[src/source/cnn_numeric_pkg.sv]
// Pixel and weight formats with the fixed-point kernel constants
package cnn_numeric_pkg;

    // Grayscale pixel format
    localparam int PIXEL_BITS = 8;
    typedef logic [PIXEL_BITS-1:0] pixel_t;

    // Unsigned weight in Q6
    localparam int WEIGHT_BITS = 8;
    typedef logic [WEIGHT_BITS-1:0] weight_t;

    localparam int WEIGHT_Q_SHIFT = 6;

    // 64/9 truncated, shared by all nine taps of the averaging kernel
    localparam weight_t KERNEL_WEIGHT = weight_t'(7);

    // Width of one pixel times weight product
    localparam int PRODUCT_BITS = PIXEL_BITS + WEIGHT_BITS;

endpackage

[src/source/cnn_geometry_pkg.sv]
// Kernel and pooling geometry with the derived counter widths
package cnn_geometry_pkg;

    // Convolution window edge
    localparam int KERNEL_SIZE = 3;

    // Pooling block edge
    localparam int POOL_SIZE = 2;

    // Counts rows held in the line buffer, saturating at KERNEL_SIZE
    localparam int ROW_COUNT_BITS = $clog2(KERNEL_SIZE + 1);

    // Counts convolved rows folded into one pooled row
    localparam int POOL_COUNT_BITS = $clog2(POOL_SIZE + 1);

endpackage

[src/source/pixel_deserializer.sv]
// Pixel deserializer that packs one image row and flags the last row
module pixel_deserializer #(
    parameter int IMAGE_WIDTH = 28
) (
    input  logic                    clock_i,
    input  logic                    reset_i,
    input  cnn_numeric_pkg::pixel_t in_pixel_i,
    input  logic                    in_valid_i,
    output logic                    in_ready_o,
    output cnn_numeric_pkg::pixel_t row_o [IMAGE_WIDTH],
    output logic                    row_valid_o,
    output logic                    row_last_o,
    input  logic                    row_accept_i
);
    import cnn_numeric_pkg::*;

    localparam int COUNT_BITS = $clog2(IMAGE_WIDTH);
    localparam logic [COUNT_BITS-1:0] LAST_INDEX = COUNT_BITS'(IMAGE_WIDTH - 1);

    pixel_t                row_q [IMAGE_WIDTH];
    logic [COUNT_BITS-1:0] col_q;
    logic [COUNT_BITS-1:0] row_idx_q;
    logic                  full_q;
    logic                  last_q;
    logic                  take_pixel;

    assign in_ready_o  = !full_q;
    assign take_pixel  = in_valid_i && in_ready_o;
    assign row_o       = row_q;
    assign row_valid_o = full_q;
    assign row_last_o  = last_q;

    always_ff @(posedge clock_i) begin
        if (reset_i) begin
            col_q     <= '0;
            row_idx_q <= '0;
            full_q    <= 1'b0;
            last_q    <= 1'b0;
        end else if (take_pixel) begin
            if (col_q == LAST_INDEX) begin
                // Row complete, present it and advance the image row count
                col_q     <= '0;
                full_q    <= 1'b1;
                last_q    <= (row_idx_q == LAST_INDEX);
                row_idx_q <= (row_idx_q == LAST_INDEX) ? '0 : row_idx_q + 1'b1;
            end else begin
                col_q <= col_q + 1'b1;
            end
        end else if (full_q && row_accept_i) begin
            full_q <= 1'b0;
        end
    end

    always_ff @(posedge clock_i) begin
        if (take_pixel) begin
            row_q[col_q] <= in_pixel_i;
        end
    end

    // The source holds its pixel while the row register is closed
    a_source_hold: assert property (@(posedge clock_i) disable iff (reset_i)
        in_valid_i && !in_ready_o |=> in_valid_i && $stable(in_pixel_i));

endmodule

[src/source/conv_line_buffer.sv]
// Three-row line buffer with a wrapped 3x3 window multiplexer
module conv_line_buffer #(
    parameter int IMAGE_WIDTH = 28
) (
    input  logic                             clock_i,
    input  cnn_numeric_pkg::pixel_t          row_i [IMAGE_WIDTH],
    input  logic                             shift_row_i,
    input  logic [$clog2(IMAGE_WIDTH)-1:0]   column_i,
    output cnn_numeric_pkg::pixel_t          window_o [cnn_geometry_pkg::KERNEL_SIZE]
                                                      [cnn_geometry_pkg::KERNEL_SIZE]
);
    import cnn_numeric_pkg::*;
    import cnn_geometry_pkg::*;

    // Entry 0 holds the newest row
    pixel_t rows_q [KERNEL_SIZE][IMAGE_WIDTH];

    always_ff @(posedge clock_i) begin
        if (shift_row_i) begin
            for (int r = KERNEL_SIZE - 1; r > 0; r--) begin
                rows_q[r] <= rows_q[r-1];
            end
            rows_q[0] <= row_i;
        end
    end

    // Columns c, c+1 and c+2, wrapping past the right edge
    always_comb begin
        int idx;
        for (int r = 0; r < KERNEL_SIZE; r++) begin
            for (int k = 0; k < KERNEL_SIZE; k++) begin
                idx = int'(column_i) + k;
                if (idx >= IMAGE_WIDTH) begin
                    idx = idx - IMAGE_WIDTH;
                end
                window_o[r][k] = rows_q[r][idx];
            end
        end
    end

endmodule

[src/source/conv_kernel_mac.sv]
// Registered multiply-accumulate of one 3x3 window with the averaging kernel
module conv_kernel_mac (
    input  logic                    clock_i,
    input  cnn_numeric_pkg::pixel_t window_i [cnn_geometry_pkg::KERNEL_SIZE]
                                             [cnn_geometry_pkg::KERNEL_SIZE],
    output cnn_numeric_pkg::pixel_t result_o
);
    import cnn_numeric_pkg::*;
    import cnn_geometry_pkg::*;

    logic [PRODUCT_BITS-1:0] sum_d;

    always_comb begin
        sum_d = '0;
        for (int r = 0; r < KERNEL_SIZE; r++) begin
            for (int k = 0; k < KERNEL_SIZE; k++) begin
                // Each product is scaled back before it is summed
                sum_d = sum_d + ((PRODUCT_BITS'(window_i[r][k]) * KERNEL_WEIGHT)
                                 >> WEIGHT_Q_SHIFT);
            end
        end
    end

    always_ff @(posedge clock_i) begin
        result_o <= sum_d[PIXEL_BITS-1:0];
    end

    // Truncation to a pixel is safe only while the sum stays in range
    a_sum_bound: assert property (@(posedge clock_i)
        sum_d[PRODUCT_BITS-1:PIXEL_BITS] == '0);

endmodule

[src/source/conv_row_engine.sv]
// Row engine FSM that fills the line buffer and computes one convolved row
module conv_row_engine #(
    parameter int IMAGE_WIDTH = 28
) (
    input  logic                    clock_i,
    input  logic                    reset_i,
    input  cnn_numeric_pkg::pixel_t row_i [IMAGE_WIDTH],
    input  logic                    row_valid_i,
    input  logic                    row_last_i,
    output logic                    row_accept_o,
    output cnn_numeric_pkg::pixel_t conv_row_o [IMAGE_WIDTH],
    output logic                    conv_valid_o,
    output logic                    conv_last_o,
    input  logic                    conv_accept_i
);
    import cnn_numeric_pkg::*;
    import cnn_geometry_pkg::*;

    localparam int COL_BITS = $clog2(IMAGE_WIDTH);

    typedef enum logic [1:0] {
        S_FETCH,
        S_MAC_WAIT,
        S_CAPTURE,
        S_HOLD
    } state_t;

    state_t                    state_q;
    logic [COL_BITS-1:0]       col_q;
    logic [ROW_COUNT_BITS-1:0] row_count_q;
    logic [ROW_COUNT_BITS-1:0] next_row_count;
    logic                      last_q;
    logic                      shift_row;
    pixel_t                    window [KERNEL_SIZE][KERNEL_SIZE];
    pixel_t                    mac_result;
    pixel_t                    out_row_q [IMAGE_WIDTH];

    conv_line_buffer #(
        .IMAGE_WIDTH (IMAGE_WIDTH)
    ) line_buffer_i (
        .clock_i     (clock_i),
        .row_i       (row_i),
        .shift_row_i (shift_row),
        .column_i    (col_q),
        .window_o    (window)
    );

    conv_kernel_mac mac_i (
        .clock_i  (clock_i),
        .window_i (window),
        .result_o (mac_result)
    );

    assign row_accept_o = (state_q == S_FETCH);
    assign shift_row    = row_accept_o && row_valid_i;
    assign conv_valid_o = (state_q == S_HOLD);
    assign conv_last_o  = last_q;
    assign conv_row_o   = out_row_q;

    // Saturates once the window is filled
    assign next_row_count = (row_count_q == ROW_COUNT_BITS'(KERNEL_SIZE))
                          ? row_count_q : row_count_q + 1'b1;

    always_ff @(posedge clock_i) begin
        if (reset_i) begin
            state_q     <= S_FETCH;
            col_q       <= '0;
            row_count_q <= '0;
            last_q      <= 1'b0;
        end else begin
            case (state_q)
                S_FETCH: begin
                    if (row_valid_i) begin
                        last_q      <= row_last_i;
                        col_q       <= '0;
                        // A last row empties the buffer for the next image
                        row_count_q <= row_last_i ? '0 : next_row_count;
                        if (next_row_count == ROW_COUNT_BITS'(KERNEL_SIZE)) begin
                            state_q <= S_MAC_WAIT;
                        end
                    end
                end
                S_MAC_WAIT: begin
                    state_q <= S_CAPTURE;
                end
                S_CAPTURE: begin
                    if (col_q == COL_BITS'(IMAGE_WIDTH - 1)) begin
                        state_q <= S_HOLD;
                    end else begin
                        col_q   <= col_q + 1'b1;
                        state_q <= S_MAC_WAIT;
                    end
                end
                S_HOLD: begin
                    if (conv_accept_i) begin
                        state_q <= S_FETCH;
                    end
                end
                default: state_q <= S_FETCH;
            endcase
        end
    end

    always_ff @(posedge clock_i) begin
        if (state_q == S_CAPTURE) begin
            out_row_q[col_q] <= mac_result;
        end
    end

    a_col_range: assert property (@(posedge clock_i) disable iff (reset_i)
        col_q < IMAGE_WIDTH);

endmodule

[src/source/max_pool_row.sv]
// Max pooling over 2x2 blocks, one convolved row at a time
module max_pool_row #(
    parameter int IMAGE_WIDTH = 28
) (
    input  logic                    clock_i,
    input  logic                    reset_i,
    input  cnn_numeric_pkg::pixel_t conv_row_i [IMAGE_WIDTH],
    input  logic                    conv_valid_i,
    input  logic                    conv_last_i,
    output logic                    conv_accept_o,
    output cnn_numeric_pkg::pixel_t pool_row_o [IMAGE_WIDTH / cnn_geometry_pkg::POOL_SIZE],
    output logic                    pool_valid_o,
    input  logic                    pool_accept_i
);
    import cnn_numeric_pkg::*;
    import cnn_geometry_pkg::*;

    localparam int OUT_WIDTH = IMAGE_WIDTH / POOL_SIZE;
    localparam int POS_BITS  = $clog2(OUT_WIDTH);

    typedef enum logic [1:0] {
        S_GET_ROW,
        S_CALC,
        S_HOLD
    } state_t;

    state_t                     state_q;
    logic [POS_BITS-1:0]        pos_q;
    logic [POOL_COUNT_BITS-1:0] row_count_q;
    logic                       last_q;
    pixel_t                     in_row_q [IMAGE_WIDTH];
    pixel_t                     pool_q [OUT_WIDTH];
    pixel_t                     best;

    assign conv_accept_o = (state_q == S_GET_ROW);
    assign pool_valid_o  = (state_q == S_HOLD);
    assign pool_row_o    = pool_q;

    // Running maximum of one output position against its input pair
    always_comb begin
        best = pool_q[pos_q];
        for (int k = 0; k < POOL_SIZE; k++) begin
            if (in_row_q[pos_q * POOL_SIZE + k] > best) begin
                best = in_row_q[pos_q * POOL_SIZE + k];
            end
        end
    end

    always_ff @(posedge clock_i) begin
        if (reset_i) begin
            state_q     <= S_GET_ROW;
            pos_q       <= '0;
            row_count_q <= '0;
            last_q      <= 1'b0;
            pool_q      <= '{default: '0};
        end else begin
            case (state_q)
                S_GET_ROW: begin
                    if (conv_valid_i) begin
                        last_q  <= conv_last_i;
                        pos_q   <= '0;
                        state_q <= S_CALC;
                    end
                end
                S_CALC: begin
                    pool_q[pos_q] <= best;
                    pos_q         <= pos_q + 1'b1;
                    if (pos_q == POS_BITS'(OUT_WIDTH - 1)) begin
                        row_count_q <= row_count_q + 1'b1;
                        if (row_count_q == POOL_COUNT_BITS'(POOL_SIZE - 1) || last_q) begin
                            state_q <= S_HOLD;
                        end else begin
                            state_q <= S_GET_ROW;
                        end
                    end
                end
                S_HOLD: begin
                    if (pool_accept_i) begin
                        // Start the next block from a clean accumulator
                        pool_q      <= '{default: '0};
                        row_count_q <= '0;
                        state_q     <= S_GET_ROW;
                    end
                end
                default: state_q <= S_GET_ROW;
            endcase
        end
    end

    always_ff @(posedge clock_i) begin
        if (conv_accept_o && conv_valid_i) begin
            in_row_q <= conv_row_i;
        end
    end

endmodule

[src/source/pixel_serializer.sv]
// Row-to-pixel serializer for the pooled rows
module pixel_serializer #(
    parameter int IMAGE_WIDTH = 28
) (
    input  logic                    clock_i,
    input  logic                    reset_i,
    input  cnn_numeric_pkg::pixel_t pool_row_i [IMAGE_WIDTH / 2],
    input  logic                    pool_valid_i,
    output logic                    pool_accept_o,
    output cnn_numeric_pkg::pixel_t out_pixel_o,
    output logic                    out_valid_o,
    input  logic                    out_ready_i
);
    localparam int OUT_WIDTH = IMAGE_WIDTH / 2;
    localparam int IDX_BITS  = $clog2(OUT_WIDTH);

    logic [IDX_BITS-1:0] idx_q;
    logic                done_q;

    // Pixels are read straight from the held pool row
    assign out_valid_o   = pool_valid_i && !done_q;
    assign out_pixel_o   = pool_row_i[idx_q];
    assign pool_accept_o = done_q;

    always_ff @(posedge clock_i) begin
        if (reset_i) begin
            idx_q  <= '0;
            done_q <= 1'b0;
        end else if (done_q) begin
            done_q <= 1'b0;
        end else if (out_valid_o && out_ready_i) begin
            if (idx_q == IDX_BITS'(OUT_WIDTH - 1)) begin
                idx_q  <= '0;
                done_q <= 1'b1;
            end else begin
                idx_q <= idx_q + 1'b1;
            end
        end
    end

    // A stalled pixel holds, which relies on the pool stage keeping its row
    a_hold_stall: assert property (@(posedge clock_i) disable iff (reset_i)
        out_valid_o && !out_ready_i |=> $stable(out_pixel_o));

endmodule

[src/source/cnn_pipeline_top.sv]
// Pipeline top with deserializer, convolution engine, max pool and serializer
module cnn_pipeline_top #(
    parameter int IMAGE_WIDTH = 28
) (
    input  logic                    clock_i,
    input  logic                    reset_i,
    input  cnn_numeric_pkg::pixel_t in_pixel_i,
    input  logic                    in_valid_i,
    output logic                    in_ready_o,
    output cnn_numeric_pkg::pixel_t out_pixel_o,
    output logic                    out_valid_o,
    input  logic                    out_ready_i
);
    import cnn_numeric_pkg::*;
    import cnn_geometry_pkg::*;

    // Packed input rows
    pixel_t row [IMAGE_WIDTH];
    logic   row_valid;
    logic   row_last;
    logic   row_accept;

    // Convolved rows
    pixel_t conv_row [IMAGE_WIDTH];
    logic   conv_valid;
    logic   conv_last;
    logic   conv_accept;

    // Pooled rows
    pixel_t pool_row [IMAGE_WIDTH / POOL_SIZE];
    logic   pool_valid;
    logic   pool_accept;

    pixel_deserializer #(
        .IMAGE_WIDTH (IMAGE_WIDTH)
    ) deserializer_i (
        .clock_i      (clock_i),
        .reset_i      (reset_i),
        .in_pixel_i   (in_pixel_i),
        .in_valid_i   (in_valid_i),
        .in_ready_o   (in_ready_o),
        .row_o        (row),
        .row_valid_o  (row_valid),
        .row_last_o   (row_last),
        .row_accept_i (row_accept)
    );

    conv_row_engine #(
        .IMAGE_WIDTH (IMAGE_WIDTH)
    ) engine_i (
        .clock_i       (clock_i),
        .reset_i       (reset_i),
        .row_i         (row),
        .row_valid_i   (row_valid),
        .row_last_i    (row_last),
        .row_accept_o  (row_accept),
        .conv_row_o    (conv_row),
        .conv_valid_o  (conv_valid),
        .conv_last_o   (conv_last),
        .conv_accept_i (conv_accept)
    );

    max_pool_row #(
        .IMAGE_WIDTH (IMAGE_WIDTH)
    ) pool_i (
        .clock_i       (clock_i),
        .reset_i       (reset_i),
        .conv_row_i    (conv_row),
        .conv_valid_i  (conv_valid),
        .conv_last_i   (conv_last),
        .conv_accept_o (conv_accept),
        .pool_row_o    (pool_row),
        .pool_valid_o  (pool_valid),
        .pool_accept_i (pool_accept)
    );

    pixel_serializer #(
        .IMAGE_WIDTH (IMAGE_WIDTH)
    ) serializer_i (
        .clock_i       (clock_i),
        .reset_i       (reset_i),
        .pool_row_i    (pool_row),
        .pool_valid_i  (pool_valid),
        .pool_accept_o (pool_accept),
        .out_pixel_o   (out_pixel_o),
        .out_valid_o   (out_valid_o),
        .out_ready_i   (out_ready_i)
    );

endmodule

[config.mk]
export PLATFORM = sky130hd
export DESIGN_NAME = cnn_pipeline_top
export DESIGN_NICKNAME = d
export VERILOG_FILES = /design/src/source/cnn_numeric_pkg.sv /design/src/source/cnn_geometry_pkg.sv /design/src/source/pixel_deserializer.sv /design/src/source/conv_line_buffer.sv /design/src/source/conv_kernel_mac.sv /design/src/source/conv_row_engine.sv /design/src/source/max_pool_row.sv /design/src/source/pixel_serializer.sv /design/src/source/cnn_pipeline_top.sv
export SDC_FILE = /design/constraint.sdc
export NUM_CORES = 2
export LEC_CHECK = 0
export ABC_AREA = 0
export BUFFER_PORTS_ARGS = -buffer_cell sky130_fd_sc_hd__buf_2
export CELL_PAD_IN_SITES_DETAIL_PLACEMENT = 0
export CELL_PAD_IN_SITES_GLOBAL_PLACEMENT = 1
export CORE_UTILIZATION = 49
export DETAILED_ROUTE_END_ITERATION = 10
export MAX_ROUTING_LAYER = met4
export PLACE_DENSITY = 0.78
export SETUP_SLACK_MARGIN = 0.1
export SLEW_MARGIN = 20
export SYNTH_ARGS = -nofsm -noshare
export SYNTH_HDL_FRONTEND = slang
export SYNTH_SLANG_ARGS = --single-unit
[constraint.sdc]
create_clock -name clock_i -period 49.9 [get_ports clock_i]
set_clock_uncertainty 0.05 [all_clocks]
set_input_delay 9.98 -clock clock_i [delete_from_list [all_inputs] [get_ports clock_i]]
set_output_delay 9.98 -clock clock_i [all_outputs]
set_load 0.02 [all_outputs]
==> After elaboration in Yosys (flattened, before gate mapping) <==
Memories as Yosys holds them, arrays and structs flattened.
Cells that the tools add are included.
W data, S select, Z words.
{ "totals": {"reg_bits": 828, "ram_bits": 672, "inputBits": 12, "out_inout_bits": 10, "elab_cells": 305, "mem_count": 1} }
{ "memory_table": {"columns": ["memory", "depth", "width", "read_ports", "rd_clocked_by_memory_dff", "wr", "line_no", "rtl"], "rows": [
  ["engine_i.line_buffer_i.rows_q", 3, 224, 3, 0, 3, "conv_line_buffer.sv:16", "pixel_t rows_q [KERNEL_SIZE][IMAGE_WIDTH];"]
]} }
{ "op_classes": {"n_addsub": 21, "mul": 9, "order_cmp": 17, "n_eq_ne": 21, "mux": 83, "bitwise_logic": 11, "reduce_logical": 29} }
{ "ops": {"columns": ["operator", "n"], "rows": [
  ["$bwmux W224", 2],
  ["$bmux W8 S5", 11],
  ["$mux W8", 31],
  ["$pmux W112 S2", 1],
  ["$bwmux W112", 1],
  ["$mux W112", 1],
  ["$mul A8 B3 Y11 const B", 9],
  ["$ge A32 B6 Y1 const B", 3],
  ["$mux W32", 3],
  ["$not A32 Y32", 3],
  ["$demux W8 S5", 2],
  ["$ge A33 B6 Y1 const B", 2],
  ["$bmux W8 S4", 2],
  ["$add A8 B5 Y8", 5],
  ["$not A32 Y33", 1],
  ["$not A5 Y33", 1],
  ["$demux W8 S4", 1],
  ["$mux W2", 11],
  ["$mux W5", 4],
  ["$gt A8 B8 Y1", 2],
  ["$add A5 B1 Y5 const B", 3],
  ["$eq A5 B5 Y1 const B", 3],
  ["$ge A5 B5 Y1 const B", 3],
  ["$reduce_and A2 Y1", 7],
  ["35 further kinds", 79]
]} }

==> Longest topological paths before layout <==
{ "logic_depth": {"depth_word": 16, "mapped_depth": 38, "mapped_depth_nobuf": 35} }

==> Cells and area by module <==
From an unflattened synthesis, not the netlist that was laid out.
{ "hier_totals": {"cells_unflattened": 4838, "hier_area_um2": 72411.9} }
{ "by_module_without_submodules": {"columns": ["module", "instances", "cells_each", "area_per_inst_um2", "seq_area_each_um2"], "rows": [
  ["conv_line_buffer", 1, 2480, 36311.1, 20179.4],
  ["max_pool_row", 1, 1030, 14805.4, 9148.8],
  ["pixel_deserializer", 1, 344, 7583.5, 6966.7],
  ["conv_row_engine", 1, 329, 7529.7, 6926.6],
  ["conv_kernel_mac", 1, 511, 4893.4, 160.2],
  ["pixel_serializer", 1, 144, 1288.7, 100.1]
]} }

==> Least setup slack after synthesis <==
No wires, ideal clock.
{ "synth_path": {"path_type": "reg-to-reg", "startpoint": "register deserializer_i.full_q, in the netlist deserializer_i.row_valid_o", "endpoint": "register engine_i.row_count_q[1]", "setup_time_ns": 1.803, "t_arrival_ns": 48.210, "t_required_ns": 48.047, "path_slack_ns": -0.163, "path_stages_with_launch": 4, "n_path_buf": 0, "period_less_slack_ns": 50.063, "cell_sequence": "dfxtp_1 inv_1 nor3_1 a211oi_1"} }
{ "synth_via": {"elab_chain_len": 1} }
{ "synth_rtl": {"columns": ["item", "line_no", "rtl"], "rows": [
  ["start: declaration", "pixel_deserializer.sv:23", "logic full_q;"],
  ["start signal: assignment", "pixel_deserializer.sv:37", "full_q <= 1'b0;"],
  ["start signal: assignment", "pixel_deserializer.sv:43", "full_q <= 1'b1;"],
  ["start signal: assignment", "pixel_deserializer.sv:50", "full_q <= 1'b0;"],
  ["$reduce_and A2 Y1 (no line)", null, null],
  ["end signal: assignment", "conv_row_engine.sv:77", "row_count_q <= row_last_i ? '0 : next_row_count;"],
  ["end: declaration", "conv_row_engine.sv:30", "logic [ROW_COUNT_BITS-1:0] row_count_q;"]
]} }
No other way between the ends.
A chain may end at the register's enable or synchronous reset.

==> Final worst setup path <==
{ "layout_path": {"startpoint": "register serializer_i.idx_q[0]", "endpoint": "output out_pixel_o[6]"} }
{ "layout_via": {"elab_chain_len": 4} }
{ "layout_rtl": {"columns": ["item", "line_no", "rtl"], "rows": [
  ["start: declaration", "pixel_serializer.sv:17", "logic [IDX_BITS-1:0] idx_q;"],
  ["start signal: assignment", "pixel_serializer.sv:36", "idx_q <= idx_q + 1'b1;"],
  ["$not A4 Y5 (implied by the code)", "pixel_serializer.sv:22", "assign out_pixel_o = pool_row_i[idx_q];"],
  ["$bmux W8 S4", "pixel_serializer.sv:22", null],
  ["$mux W8 (implied by the code) (2 in a row)", "pixel_serializer.sv:22", null],
  ["end: declaration", "cnn_pipeline_top.sv:10", "output cnn_numeric_pkg::pixel_t out_pixel_o,"]
]} }
No other way between the ends. The select of a mux whose other input is x is not followed.

==> metrics <==
sequential share of the synthesized area 58.8%; Post-Synthesis Cells 5316; Worst Path Arrival 3.02 ns; Worst-Skew Late Latency 0.84 ns; post-synthesis register bit count 1500; Pins Over Slew Limit 0; # Post-CTS Setup Buffers 0; crit-path max FO 37; Vias/cell 6.67; Hold Crit Class reg2reg; First-pass DRT Iterations 8; ys async rst share 0%; Comb pwr share 0.4%; reg-to-reg startpoint engine_i.col_q[1]; clock share of power 46.6%; Worst VDD drop 0.0352 mV; wire per inst 31.8 um; outcome finished clean; first-pass GRT wire length 334000 um; GRT Util Overall 31.7%; Post-Route WL 235000 um; Sequential Power Share 53.1%; fill count 12000; GRT Residual Overflow 0; switching power 527 uW; Post-synth EDFFs 1344; Register-to-Register Path Depth 36; Max Fclk 76.6 MHz; Core ar. 150000 sq um; internal power 2.02 mW; via count 49300; Power Density 31.3 nW/um^2; initial antenna violation count 11; worst-margin pin slew 1.35 ns; Final Instance Area 81400 sq um; Slew HR 9.97%; Cell Area, Synth 73900 sq um; CP startpoint serializer_i.idx_q[0]; Clock Root Buffer clkbuf_16; hold buffers post-CTS 0; Post-Layout Cell Count 7387; CP max stage cell nor2b_1; die height 390 um; initial drt markers 7044; Area Growth Syn to Fin 10.1%; detailed placement HPWL 159000 um; biggest area consumer among synthesized cells edfxtp_1; worst setup path endpoint out_pixel_o[6]; most common cell after layout, fill and taps aside edfxtp_1; Synth Net Count 5556; sw frac 20.7%; Top Ports 22; Mapped Avg Cell Area 13.9 sq um; period utilization 26.2%; CTS tree built; Yosys warning count 0; LEAKAGE 26.0 nW; Setup Viol. Count Final 0; Placed Area 76100 sq um; cell count after placement 7096; Total Nets Final 5478; Worst EP required 39.87 ns; gp weighted congestion 1.00; fin util 54.3%; critical path endpoint category primary output; library cells used by synthesis 87; CP peak stage delay 0.50 ns; clock sinks 1500; TNS Setup 0 ns; htree depth 4; Die ar. 152000 sq um; Port Buffers 21; DRC 0; Worst-path clk slew 0.06 ns; ys flop type edfxtp_1; Reg-to-Reg End engine_i.mac_i.result_o[7]; cts repair resizes 0; Yosys top cell area share 54.6%; WS Path Type reg2out; die width 390 um; Rows 142; Post-DRT Antenna Nets 0; Starting Density 49.3%; reg2reg setup slack 37.86 ns; CTS buffer count 156; top cells by area, synth edfxtp_1, mux4_2, dfxtp_1; Max Buffers Root-to-Sink 3; Tmin final 13.05 ns; cell chain of the critical path buf_4 -> nor2b_1 -> nand2_1 -> o21ai_0 -> a221o_1 -> o22ai_1 -> a21oi_1 -> buf_2; RSZ-0062 raised after global routing false; share of layout cells above drive strength 1 17.2%; largest net degree at the start of global routing 133; max_cap viols 0; vias in the first global route 46200; Hold Vio Cnt, Final 0; most frequent cells in the layout edfxtp_1, nand2_1, mux4_2, nand3_1, o21ai_0; Critical Path Start Type flop
==> how the worst min path moves through the flow <==
stage                              start                                     to  depth (start not counted)
2_1_floorplan    deserializer_i.row_o[0]    engine_i.line_buffer_i.rows_q[0][0]                          0
3_3_place_gp    engine_i.conv_row_o[220]                   pool_i.in_row_q[220]                          0
3_5_place_dp   deserializer_i.row_o[128]  engine_i.line_buffer_i.rows_q[0][128]                          0
4_1_cts         engine_i.conv_row_o[180]                   pool_i.in_row_q[180]                          0
5_1_grt         engine_i.conv_row_o[180]                   pool_i.in_row_q[180]                          0
6_report        engine_i.conv_row_o[180]                   pool_i.in_row_q[180]                          0
==> power groups by stage <==
stage,sequential [mW],combinational [mW],clock (mW)
after CTS,1.35,0.00940,1.20
after global placement,1.38,0.00924,0
after global routing,1.35,0.00992,1.25
final,1.35,0.00939,1.19
after floorplan,1.38,0.00287,0
after detailed placement,1.38,0.00941,0
==> metrics by stage <==
step                setup WS [ns]  power [mW]  hold WS (ns)
floorplan                   21.54        1.38         0.350
global placement            37.55        1.39         0.350
detailed placement          37.50        1.39         0.355
CTS                         36.82        2.56         0.327
global route                36.60        2.61         0.331
finish                      36.85        2.55         0.333
==> synth_stat cells, types with 35 or more instances <==
| cell | number |
|---|---|
| nor2_1 | 179 |
| nand2_1 | 595 |
| inv_1 | 145 |
| buf_2 | 103 |
| a31oi_1 | 53 |
| a211oi_1 | 49 |
| ha_1 | 134 |
| edfxtp_1 | 1344 |
| nor3_1 | 39 |
| a21oi_1 | 200 |
| o21a_1 | 40 |
| fa_1 | 94 |
| mux4_2 | 423 |
| dfxtp_1 | 156 |
| o21ai_0 | 333 |
| and3_1 | 110 |
| a311oi_1 | 42 |
| mux2i_1 | 128 |
| clkbuf_1 | 224 |
| o31ai_1 | 35 |
| nand4_1 | 52 |
| nand3_1 | 369 |
==> logic make-up (layout without fill, tap and decap cells) <==
| logic type | count (synthesis) | count (layout) | synth area share [%] |
|---|---|---|---|
| xor+xnor | 26 | 26 | 0.329 |
| compound gates | 958 | 958 | 8.26 |
| buf+inv | 529 | 581 | 3.07 |
| mux | 574 | 574 | 15.1 |
| other cells | 0 | 3 | 0 |
| flops | 1500 | 1500 | 58.8 |
| fa+ha+maj | 228 | 228 | 4.82 |
| simple gates | 1501 | 1501 | 9.59 |
==> registers in the layout, summed over array words and instances (netlist names), 5 cells and up <==
name,count
engine_i.line_buffer_i.rows_q,672
deserializer_i.row_o,224
engine_i.conv_row_o,224
pool_i.in_row_q,224
pool_i.pool_row_o,112
engine_i.mac_i.result_o,8
deserializer_i.col_q,5
deserializer_i.row_idx_q,5
engine_i.col_q,5
==> metal layers <==
metal / part of all wire (%) / vias to the layer above / GRT usage [%]
met4: 6.1 / 0 / 16.3
met5: 0 / - / -
met2: 45 / 3408 / 46.5
li1: - / 20600 / -
met3: 12 / 667 / 8.41
met1: 37 / 24600 / 40.7
==> area by class of cell <==
class	instances	area, sq um	share of cell area, %
repair buffers	144	1090	1.33
clock inverters	96	1170	1.44
flip-flops and latches	1500	43500	53.5
clock buffers	192	4070	5.00
multi-input cells	3287	28400	35.0
inverters	149	559	0.687
diodes	3	7.51	0.00923
well taps	2016	2520	3.10
==> worst max-delay path: cells and delay by family, from the launching register on <==
| kind | cells | cell delay [ns] |
|---|---|---|
| AOI/OAI and AO/OA | 4 | 0.62 |
| buffers and inverters | 2 | 0.66 |
| DFF | 1 | 0.31 |
| and+or+nand+nor | 2 | 0.61 |
No activity file was read; power rests on OpenSTA's default activity.
